File: config.mk
export PLATFORM = sky130hd
export DESIGN_NAME = cn_drive_top
export DESIGN_NICKNAME = d
export VERILOG_FILES = /design/src/design/cn_drive_pkg.sv /design/src/design/cn_host_pkg.sv /design/src/design/trig_param_decode.sv /design/src/design/sim_tick_gen.sv /design/src/design/gain_button_scaler.sv /design/src/design/cn_drive_compute.sv /design/src/design/host_readout.sv /design/src/design/cn_drive_top.sv
export SDC_FILE = /design/constraint.sdc
export NUM_CORES = 1
export LEC_CHECK = 0
export BUFFER_PORTS_ARGS = -buffer_cell sky130_fd_sc_hd__buf_2
export CAP_MARGIN = 20
export CORE_ASPECT_RATIO = 0.8
export CORE_MARGIN = 4
export CORE_UTILIZATION = 25
export CTS_CLUSTER_DIAMETER = 50
export DETAILED_ROUTE_END_ITERATION = 16
export PLACE_DENSITY = 0.49
export SYNTH_ARGS = -nofsm -noshare
export SYNTH_HDL_FRONTEND = slang
export SYNTH_SLANG_ARGS = --single-unit
File: constraint.sdc
create_clock -name ep50trig -period 3.9 [get_ports ep50trig]
set_input_delay 0.78 -clock ep50trig [delete_from_list [all_inputs] [get_ports ep50trig]]
set_output_delay 0.78 -clock ep50trig [all_outputs]
set_load 0.005 [all_outputs]
File: src/design/cn_drive_pkg.sv
`default_nettype none

package cn_drive_pkg;

    localparam int CURRENT_W = 16;
    localparam int DRIVE_W   = 32;
    localparam int SCALER_W  = 3;
    localparam int PRESS_W   = 4;

    typedef logic [CURRENT_W-1:0] current_t;   // integer input current
    typedef logic [DRIVE_W-1:0]   drive_t;     // latched cn drive
    typedef logic [SCALER_W-1:0]  scaler_t;    // button gain 0..7
    typedef logic [PRESS_W-1:0]   press_cnt_t; // level changes 0..14

    localparam press_cnt_t PRESS_CNT_MAX = 4'd14; // wraps to 0 after this

    // default left shifts of the two drive terms
    localparam int SPINDLE_SHIFT_DEF = 8;
    localparam int EXTRA_SHIFT_DEF   = 10;

    // last tick-sampled level of the button
    typedef enum logic {
        BTN_LOW  = 1'b0,
        BTN_HIGH = 1'b1
    } btn_state_e;

    // everything the drive computation consumes
    typedef struct packed {
        current_t spindle; // spindle afferent current
        current_t extra;   // extra cortical drive
        scaler_t  scaler;  // button gain scaler
    } drive_in_t;

endpackage

`default_nettype wire

File: src/design/cn_host_pkg.sv
`default_nettype none

package cn_host_pkg;

    typedef logic [31:0] host_word_t;   // {ep02, ep01} data word
    typedef logic [15:0] trig_vec_t;    // one trigger bit per register
    typedef logic [7:0]  rd_addr_t;     // wire-out address
    typedef logic [15:0] rd_data_t;     // wire-out data half

    // trigger bit positions on the ep50 vector
    localparam int TRIG_TICK_DIV    = 7;
    localparam int TRIG_EXTRA_DRIVE = 8;

    // wire-out map, lo/hi halves on consecutive addresses
    localparam rd_addr_t ADDR_SCALED_LO  = 8'h20;
    localparam rd_addr_t ADDR_SCALED_HI  = 8'h21;
    localparam rd_addr_t ADDR_SPINDLE_LO = 8'h24;
    localparam rd_addr_t ADDR_SPINDLE_HI = 8'h25;
    localparam rd_addr_t ADDR_DRIVE_LO   = 8'h26;
    localparam rd_addr_t ADDR_DRIVE_HI   = 8'h27;
    localparam rd_addr_t ADDR_EXTRA_LO   = 8'h28;
    localparam rd_addr_t ADDR_EXTRA_HI   = 8'h29;
    localparam rd_addr_t ADDR_TICKDIV_LO = 8'h2E;
    localparam rd_addr_t ADDR_TICKDIV_HI = 8'h2F;

    localparam host_word_t TICK_DIV_RESET = 32'd381; // real-time tick period minus one

    typedef struct packed {
        host_word_t              tick_div;    // tick period minus one
        cn_drive_pkg::current_t  extra_drive; // extra cortical drive
    } param_regs_t;

endpackage

`default_nettype wire

File: src/design/trig_param_decode.sv
`default_nettype none
`timescale 1ns/10ps

module trig_param_decode (
    input  wire                       ep50trig,
    input  wire                       reset_global,
    input  cn_host_pkg::trig_vec_t    i_trig,      // one bit per register
    input  cn_host_pkg::host_word_t   i_host_data, // value for every set bit
    output cn_host_pkg::param_regs_t  o_params,
    output logic                      o_tick_div_load
);

    logic ld_tick_div;
    logic ld_extra;

    assign ld_tick_div = i_trig[cn_host_pkg::TRIG_TICK_DIV];
    assign ld_extra    = i_trig[cn_host_pkg::TRIG_EXTRA_DRIVE];

    // lands on the same edge as the register, so the divider sees
    // the new period together with the restart
    assign o_tick_div_load = ld_tick_div;

    // clock divider period
    always_ff @(posedge ep50trig or posedge reset_global) begin
        if (reset_global) begin
            o_params.tick_div <= cn_host_pkg::TICK_DIV_RESET; // real-time speed
        end else if (ld_tick_div) begin
            o_params.tick_div <= i_host_data;
        end
    end

    // extra cortical drive, only the low half is a current
    always_ff @(posedge ep50trig or posedge reset_global) begin
        if (reset_global) begin
            o_params.extra_drive <= '0;
        end else if (ld_extra) begin
            o_params.extra_drive <= i_host_data[cn_drive_pkg::CURRENT_W-1:0];
        end
    end

    // remaining trigger bits have no register behind them

    // a strobe must come with a clean data word
    a_host_data_known: assert property (
        @(posedge ep50trig) disable iff (reset_global)
        (|i_trig) |-> !$isunknown(i_host_data)
    ) else $error("host data has unknown bits during a trigger");

endmodule

`default_nettype wire

File: src/design/sim_tick_gen.sv
`default_nettype none
`timescale 1ns/10ps

module sim_tick_gen (
    input  wire                      ep50trig,
    input  wire                      reset_global,
    input  cn_host_pkg::host_word_t  i_tick_div, // period minus one
    input  wire                      i_restart,  // divisor rewritten
    output logic                     o_sim_tick
);

    cn_host_pkg::host_word_t cnt_q;

    assign o_sim_tick = (cnt_q == i_tick_div); // last count of the period

    always_ff @(posedge ep50trig or posedge reset_global) begin
        if (reset_global) begin
            cnt_q <= '0;
        end else if (i_restart) begin
            cnt_q <= '0;              // fresh period after a write
        end else if (cnt_q >= i_tick_div) begin
            cnt_q <= '0;              // wrap at end of period
        end else begin
            cnt_q <= cnt_q + 1'b1;
        end
    end

    // back-to-back ticks only when the period is a single cycle
    a_tick_one_cycle: assert property (
        @(posedge ep50trig) disable iff (reset_global)
        (o_sim_tick && !i_restart && (i_tick_div != '0)) |=> !o_sim_tick
    ) else $error("sim tick held high over two cycles");

endmodule

`default_nettype wire

File: src/design/gain_button_scaler.sv
`default_nettype none
`timescale 1ns/10ps

module gain_button_scaler (
    input  wire                    ep50trig,
    input  wire                    reset_global,
    input  wire                    i_sim_tick,
    input  wire                    i_button,   // raw board button
    output cn_drive_pkg::scaler_t  o_scaler
);

    cn_drive_pkg::btn_state_e  btn_now;  // newest tick sample
    cn_drive_pkg::btn_state_e  btn_prev; // sample one tick older
    cn_drive_pkg::press_cnt_t  press_cnt;
    logic                      level_chg;

    assign level_chg = (btn_now != btn_prev);

    // two-deep sample history, advanced only on the tick
    always_ff @(posedge ep50trig or posedge reset_global) begin
        if (reset_global) begin
            btn_now  <= cn_drive_pkg::BTN_LOW;
            btn_prev <= cn_drive_pkg::BTN_LOW;
        end else if (i_sim_tick) begin
            btn_now  <= i_button ? cn_drive_pkg::BTN_HIGH : cn_drive_pkg::BTN_LOW;
            btn_prev <= btn_now;
        end
    end

    // each held level change is seen on exactly one tick
    always_ff @(posedge ep50trig or posedge reset_global) begin
        if (reset_global) begin
            press_cnt <= '0;
        end else if (i_sim_tick && level_chg) begin
            if (press_cnt == cn_drive_pkg::PRESS_CNT_MAX)
                press_cnt <= '0;             // 14 -> 0
            else
                press_cnt <= press_cnt + 1'b1;
        end
    end

    assign o_scaler = press_cnt[cn_drive_pkg::PRESS_W-1:1]; // two changes per gain step

    a_press_cnt_range: assert property (
        @(posedge ep50trig) disable iff (reset_global)
        press_cnt <= cn_drive_pkg::PRESS_CNT_MAX
    ) else $error("button press count out of range");

endmodule

`default_nettype wire

File: src/design/cn_drive_compute.sv
`default_nettype none
`timescale 1ns/10ps

module cn_drive_compute #(
    parameter int SPINDLE_SHIFT = cn_drive_pkg::SPINDLE_SHIFT_DEF,
    parameter int EXTRA_SHIFT   = cn_drive_pkg::EXTRA_SHIFT_DEF
) (
    input  wire                      ep50trig,
    input  wire                      reset_global,
    input  wire                      i_sim_tick,
    input  cn_drive_pkg::drive_in_t  i_in,
    output cn_drive_pkg::drive_t     o_drive
);

    localparam bit DEFAULT_SHIFTS = (SPINDLE_SHIFT <= cn_drive_pkg::SPINDLE_SHIFT_DEF) &&
                                    (EXTRA_SHIFT <= cn_drive_pkg::EXTRA_SHIFT_DEF);

    cn_drive_pkg::drive_t spindle_term;
    cn_drive_pkg::drive_t extra_term;
    cn_drive_pkg::drive_t drive_next;

    // widen before shifting so no bits fall off the top
    always_comb begin
        spindle_term = cn_drive_pkg::drive_t'(i_in.spindle) << SPINDLE_SHIFT;
        extra_term   = cn_drive_pkg::drive_t'(i_in.extra) << EXTRA_SHIFT;
        // sensory term plus gain, then the cortical drive on top
        drive_next   = spindle_term + cn_drive_pkg::drive_t'(i_in.scaler) + extra_term;
    end

    // one new drive value per simulation step
    always_ff @(posedge ep50trig or posedge reset_global) begin
        if (reset_global) begin
            o_drive <= '0;
        end else if (i_sim_tick) begin
            o_drive <= drive_next;
        end
    end

    // 16-bit currents at the default shifts stay well below bit 31,
    // so a set msb after a tick means a term was mis-sized upstream
    a_drive_msb_clear: assert property (
        @(posedge ep50trig) disable iff (reset_global)
        (i_sim_tick && DEFAULT_SHIFTS) |=> !o_drive[cn_drive_pkg::DRIVE_W-1]
    ) else $error("drive msb set under default shifts");

endmodule

`default_nettype wire

File: src/design/host_readout.sv
`default_nettype none
`timescale 1ns/10ps

module host_readout (
    input  wire                       ep50trig,
    input  wire                       reset_global,
    input  cn_host_pkg::rd_addr_t     i_rd_addr,
    input  cn_host_pkg::param_regs_t  i_params,
    input  cn_drive_pkg::drive_in_t   i_in,
    input  cn_drive_pkg::drive_t      i_drive,
    output cn_host_pkg::rd_data_t     o_rd_data
);

    cn_host_pkg::rd_data_t rd_next;

    always_comb begin
        case (i_rd_addr)
            cn_host_pkg::ADDR_SCALED_LO:  rd_next = cn_host_pkg::rd_data_t'(i_in.scaler);
            cn_host_pkg::ADDR_SPINDLE_LO: rd_next = i_in.spindle;
            cn_host_pkg::ADDR_DRIVE_LO:   rd_next = i_drive[15:0];
            cn_host_pkg::ADDR_DRIVE_HI:   rd_next = i_drive[31:16];
            cn_host_pkg::ADDR_EXTRA_LO:   rd_next = i_params.extra_drive;
            cn_host_pkg::ADDR_TICKDIV_LO: rd_next = i_params.tick_div[15:0];
            cn_host_pkg::ADDR_TICKDIV_HI: rd_next = i_params.tick_div[31:16];
            default:                      rd_next = '0; // 16-bit values have a zero hi half
        endcase
    end

    // one cycle from address to data
    always_ff @(posedge ep50trig or posedge reset_global) begin
        if (reset_global)
            o_rd_data <= '0;
        else
            o_rd_data <= rd_next;
    end

endmodule

`default_nettype wire

File: src/design/cn_drive_top.sv
`default_nettype none
`timescale 1ns/10ps

module cn_drive_top #(
    parameter int SPINDLE_SHIFT = cn_drive_pkg::SPINDLE_SHIFT_DEF,
    parameter int EXTRA_SHIFT   = cn_drive_pkg::EXTRA_SHIFT_DEF
) (
    input  wire                      ep50trig,     // system clock
    input  wire                      reset_global, // async, active high
    input  cn_host_pkg::trig_vec_t   i_trig,
    input  cn_host_pkg::host_word_t  i_host_data,
    input  cn_host_pkg::rd_addr_t    i_rd_addr,
    input  cn_drive_pkg::current_t   i_spindle,
    input  wire                      i_button,
    output cn_host_pkg::rd_data_t    o_rd_data,
    output cn_drive_pkg::drive_t     o_drive,
    output cn_drive_pkg::scaler_t    o_scaler,
    output logic                     o_sim_tick
);

    cn_host_pkg::param_regs_t  params;
    cn_drive_pkg::drive_in_t   drive_in;
    logic                      tick_div_load;

    // decode: host parameter registers
    trig_param_decode u_decode (
        .ep50trig        (ep50trig),
        .reset_global    (reset_global),
        .i_trig          (i_trig),
        .i_host_data     (i_host_data),
        .o_params        (params),
        .o_tick_div_load (tick_div_load)
    );

    sim_tick_gen u_tick (
        .ep50trig     (ep50trig),
        .reset_global (reset_global),
        .i_tick_div   (params.tick_div),
        .i_restart    (tick_div_load), // new period starts from 0
        .o_sim_tick   (o_sim_tick)
    );

    gain_button_scaler u_scaler (
        .ep50trig     (ep50trig),
        .reset_global (reset_global),
        .i_sim_tick   (o_sim_tick),
        .i_button     (i_button),
        .o_scaler     (o_scaler)
    );

    always_comb begin
        drive_in.spindle = i_spindle;
        drive_in.extra   = params.extra_drive;
        drive_in.scaler  = o_scaler;
    end

    // execute: drive latched once per tick
    cn_drive_compute #(
        .SPINDLE_SHIFT (SPINDLE_SHIFT),
        .EXTRA_SHIFT   (EXTRA_SHIFT)
    ) u_compute (
        .ep50trig     (ep50trig),
        .reset_global (reset_global),
        .i_sim_tick   (o_sim_tick),
        .i_in         (drive_in),
        .o_drive      (o_drive)
    );

    // result: wire-out readback
    host_readout u_readout (
        .ep50trig     (ep50trig),
        .reset_global (reset_global),
        .i_rd_addr    (i_rd_addr),
        .i_params     (params),
        .i_in         (drive_in),
        .i_drive      (o_drive),
        .o_rd_data    (o_rd_data)
    );

endmodule

`default_nettype wire

==> impl_metrics.toml <==
[status]
status = "complete, no violations"

[global_routing]
grt_overflow = 0
busiest_layer = "met1"
antenna_found_initial = 0
grt_use_total_pct = 14.71
grt_pass1_vias = 5503
grt_pass1_wl_um = 33370
grt_use_met1_pct = 23.54
use_met3_pct = 3.132
grt_max_degree = 125
grt.met2_usage_pct = 19.52

[floorplan]
initial_core_util_pct = 25.70
fp.dieW_um = 193.1
dieArea_sq_um = 30130
core_sq_um = 26660
die_h_um = 156.1
rows = 53
pin_count = 127

[detailed_routing]
drc = 0
via_count = 5613
wirelength_um = 21710
drtAntennaViolNets = 0
drt-wirelength-per-cell_um = 18.25
drt_iter0_drc = 447
via_per_inst = 4.717
first_pass_iters = 5

[logic_synthesis]
synth_top_area_share_pct = 42.74
synth_edf_count = 0
avgSynthCellArea_sq_um = 9.528
syn_area_sq_um = 6850
ys.flop_type = "dfrtp_1"
yosys-top-cells-area = "dfrtp_1 (43%), ha_1 (8.6%), nand2_1 (6.4%)"
syn_inst = 719
ys_seq_area_share_pct = 45.42
ys_ff_latch = 124
synth_common_cells = "dfrtp_1 (117), nand2_1 (117), o21ai_0 (57)"
ys_warn_count = 0
yosys.area.top_type = "dfrtp_1"
synth_cell_types = 57
async_reset_ff_share_pct = 100.0

[setup_path]
crit_chain = "inv_1 > ha_1 > nand4_1 > nor4_2 > and3_1 > buf_2"
cp_data_arrival_time_ns = 2.50
cp-start-kind = "flop"
max_stage_delay_ns = 0.47
critPathMaxFanout = 6
cp-end-kind = "output port"
critPathRequiredTime_ns = 3.12
crit_type = "flop to output port"
cp_slowest_cell = "dfrtp_1"

[clocking]
cts_sinks = 124
numCtsBuffers = 17
clockBufferDepth = 2
cts_tree = "done"
cts.hold.buffers_added = 0
clkTransAtPathRegs_ns = 0.06
insertion_delay_ns = 0.43
cts-root-buf = "clkbuf_16"
htree_levels = 4
cts_setup_buffers = 0
cts_resized = 0

[pwr]
p_per_area_nw_per_um2 = 429.3
ir_drop_mv = 0.3053
power.leakage_nw = 3.935

[final_layout]
drive_gt1_share_pct = 21.49
fillers = 2819
diodes = 0
seqCellArea_sq_um = 3112
final_util_pct = 31.29
nets = 943
synthToLayoutAreaGrowth_pct = 21.75
multi_input_area_sq_um = 3353
layout.cells.non_filler = 1190

[place]
dp_cells = 1158
gp_congestion = 0.8231
dp_hpwl_um = 16420
post-place-ws_ns = 0.7967
port_buffers = 102

[timing]
setup_ws_ns = 0.6165
setup_viol = 0
slew_viol_final = 0
rsz0062_at_grt = "no"
slew_headroom_pct = 48.31
fin_tns_setup_ns = 0
worstMarginPinSlew_ns = 0.7754
finalCriticalPeriod_ns = 3.284
hold_viol = 0
timing.fmax_ghz = 0.3046
skew_ns = 0.01064
layout_worst_path_cycle_share_pct = 84.19

[flow_run]
cap_violations = 0

[hold_path]
worst_hold_path_type = "input pin to asynchronous set/reset pin"
[flip-flops by register name (all words and copies together), names as in the netlist]
register / cells
u_scaler.press_cnt: 4
u_decode.o_params: 48
u_tick.cnt_q: 32
u_compute.o_drive: 22
u_scaler.btn_now: 1
u_scaler.btn_prev: 1
u_readout.o_rd_data: 16
[path summary, 6_finish.rpt]
check,end,startpoint,slack [ns],cells past startpoint
worst max-delay path,o_sim_tick,u_decode.o_params[38],0.62,6
worst min-delay path,u_decode.o_params[10],reset_global,0.49,3
worst max register to register,u_tick.cnt_q[30],u_decode.o_params[38],1.11,9
worst min register to register,u_scaler.btn_prev,u_scaler.btn_prev,0.49,2
max in group asynchronous,u_tick.cnt_q[22],reset_global,2.82,3
min in group ep50trig,u_scaler.btn_prev,u_scaler.btn_prev,0.49,2
[critical path, delay by kind of cell, from the launching register on]
family,cells,cell delay [ns]
flip-flops,1,0.47
AND/OR/NAND/NOR,3,1.01
adder cells (fa/ha/maj),1,0.32
buffers and inverters,2,0.28
[logic make-up after synthesis]
family,synth area share (%)
AO/OA/AOI/OAI,14.59
XOR/XNOR,5.370
adder cells (fa/ha/maj),8.877
buffers and inverters,6.119
flip-flops,45.42
multiplexers,2.794
other,0.05474
AND/OR/NAND/NOR,16.77
[per-stage QoR]
stage	area [sq um]	power [mW]	hold slack [ns]
floorplan	6888	1.667	0.4586
global placement	7682	1.805	0.4726
detailed placement	7682	1.806	0.4846
CTS	8341	3.605	0.4978
global route	8341	3.730	0.5158
finish	8341	3.580	0.4897
[layout by cell type (no fill, tap or decap), types with 18 or more instances in the layout]
cell type and count:
nand3_1 22, ha_1 47, o21ai_0 57, a21oi_1 27, nand2_1 117, dfrtp_1 117
xnor2_1 25, a22oi_1 18, buf_2 102, inv_1 46, nor2_1 56
[where the power goes]
part	internal [mW]	leakage, nW	switching, mW
Sequential	1.34	1.52	0.0501
Combinational	0.151	2.09	0.243
Clock	1.18	0.326	0.613
[layout make-up]
cell class              count  area share (%)
clock buffers              20           5.596
clock inverters            12           2.295
inverters                  47           2.160
multi-input cells         519           40.20
flip-flops and latches    124           37.31
well taps                 357           5.356
repair buffers            111           7.081
[metal layers]
metal,routed length [um],vias up
met5,0,-
met4,239,0
met3,1312,19
met2,8520,164
met1,11640,2724
li1,-,2706
(Power assumes the default switching activity.)
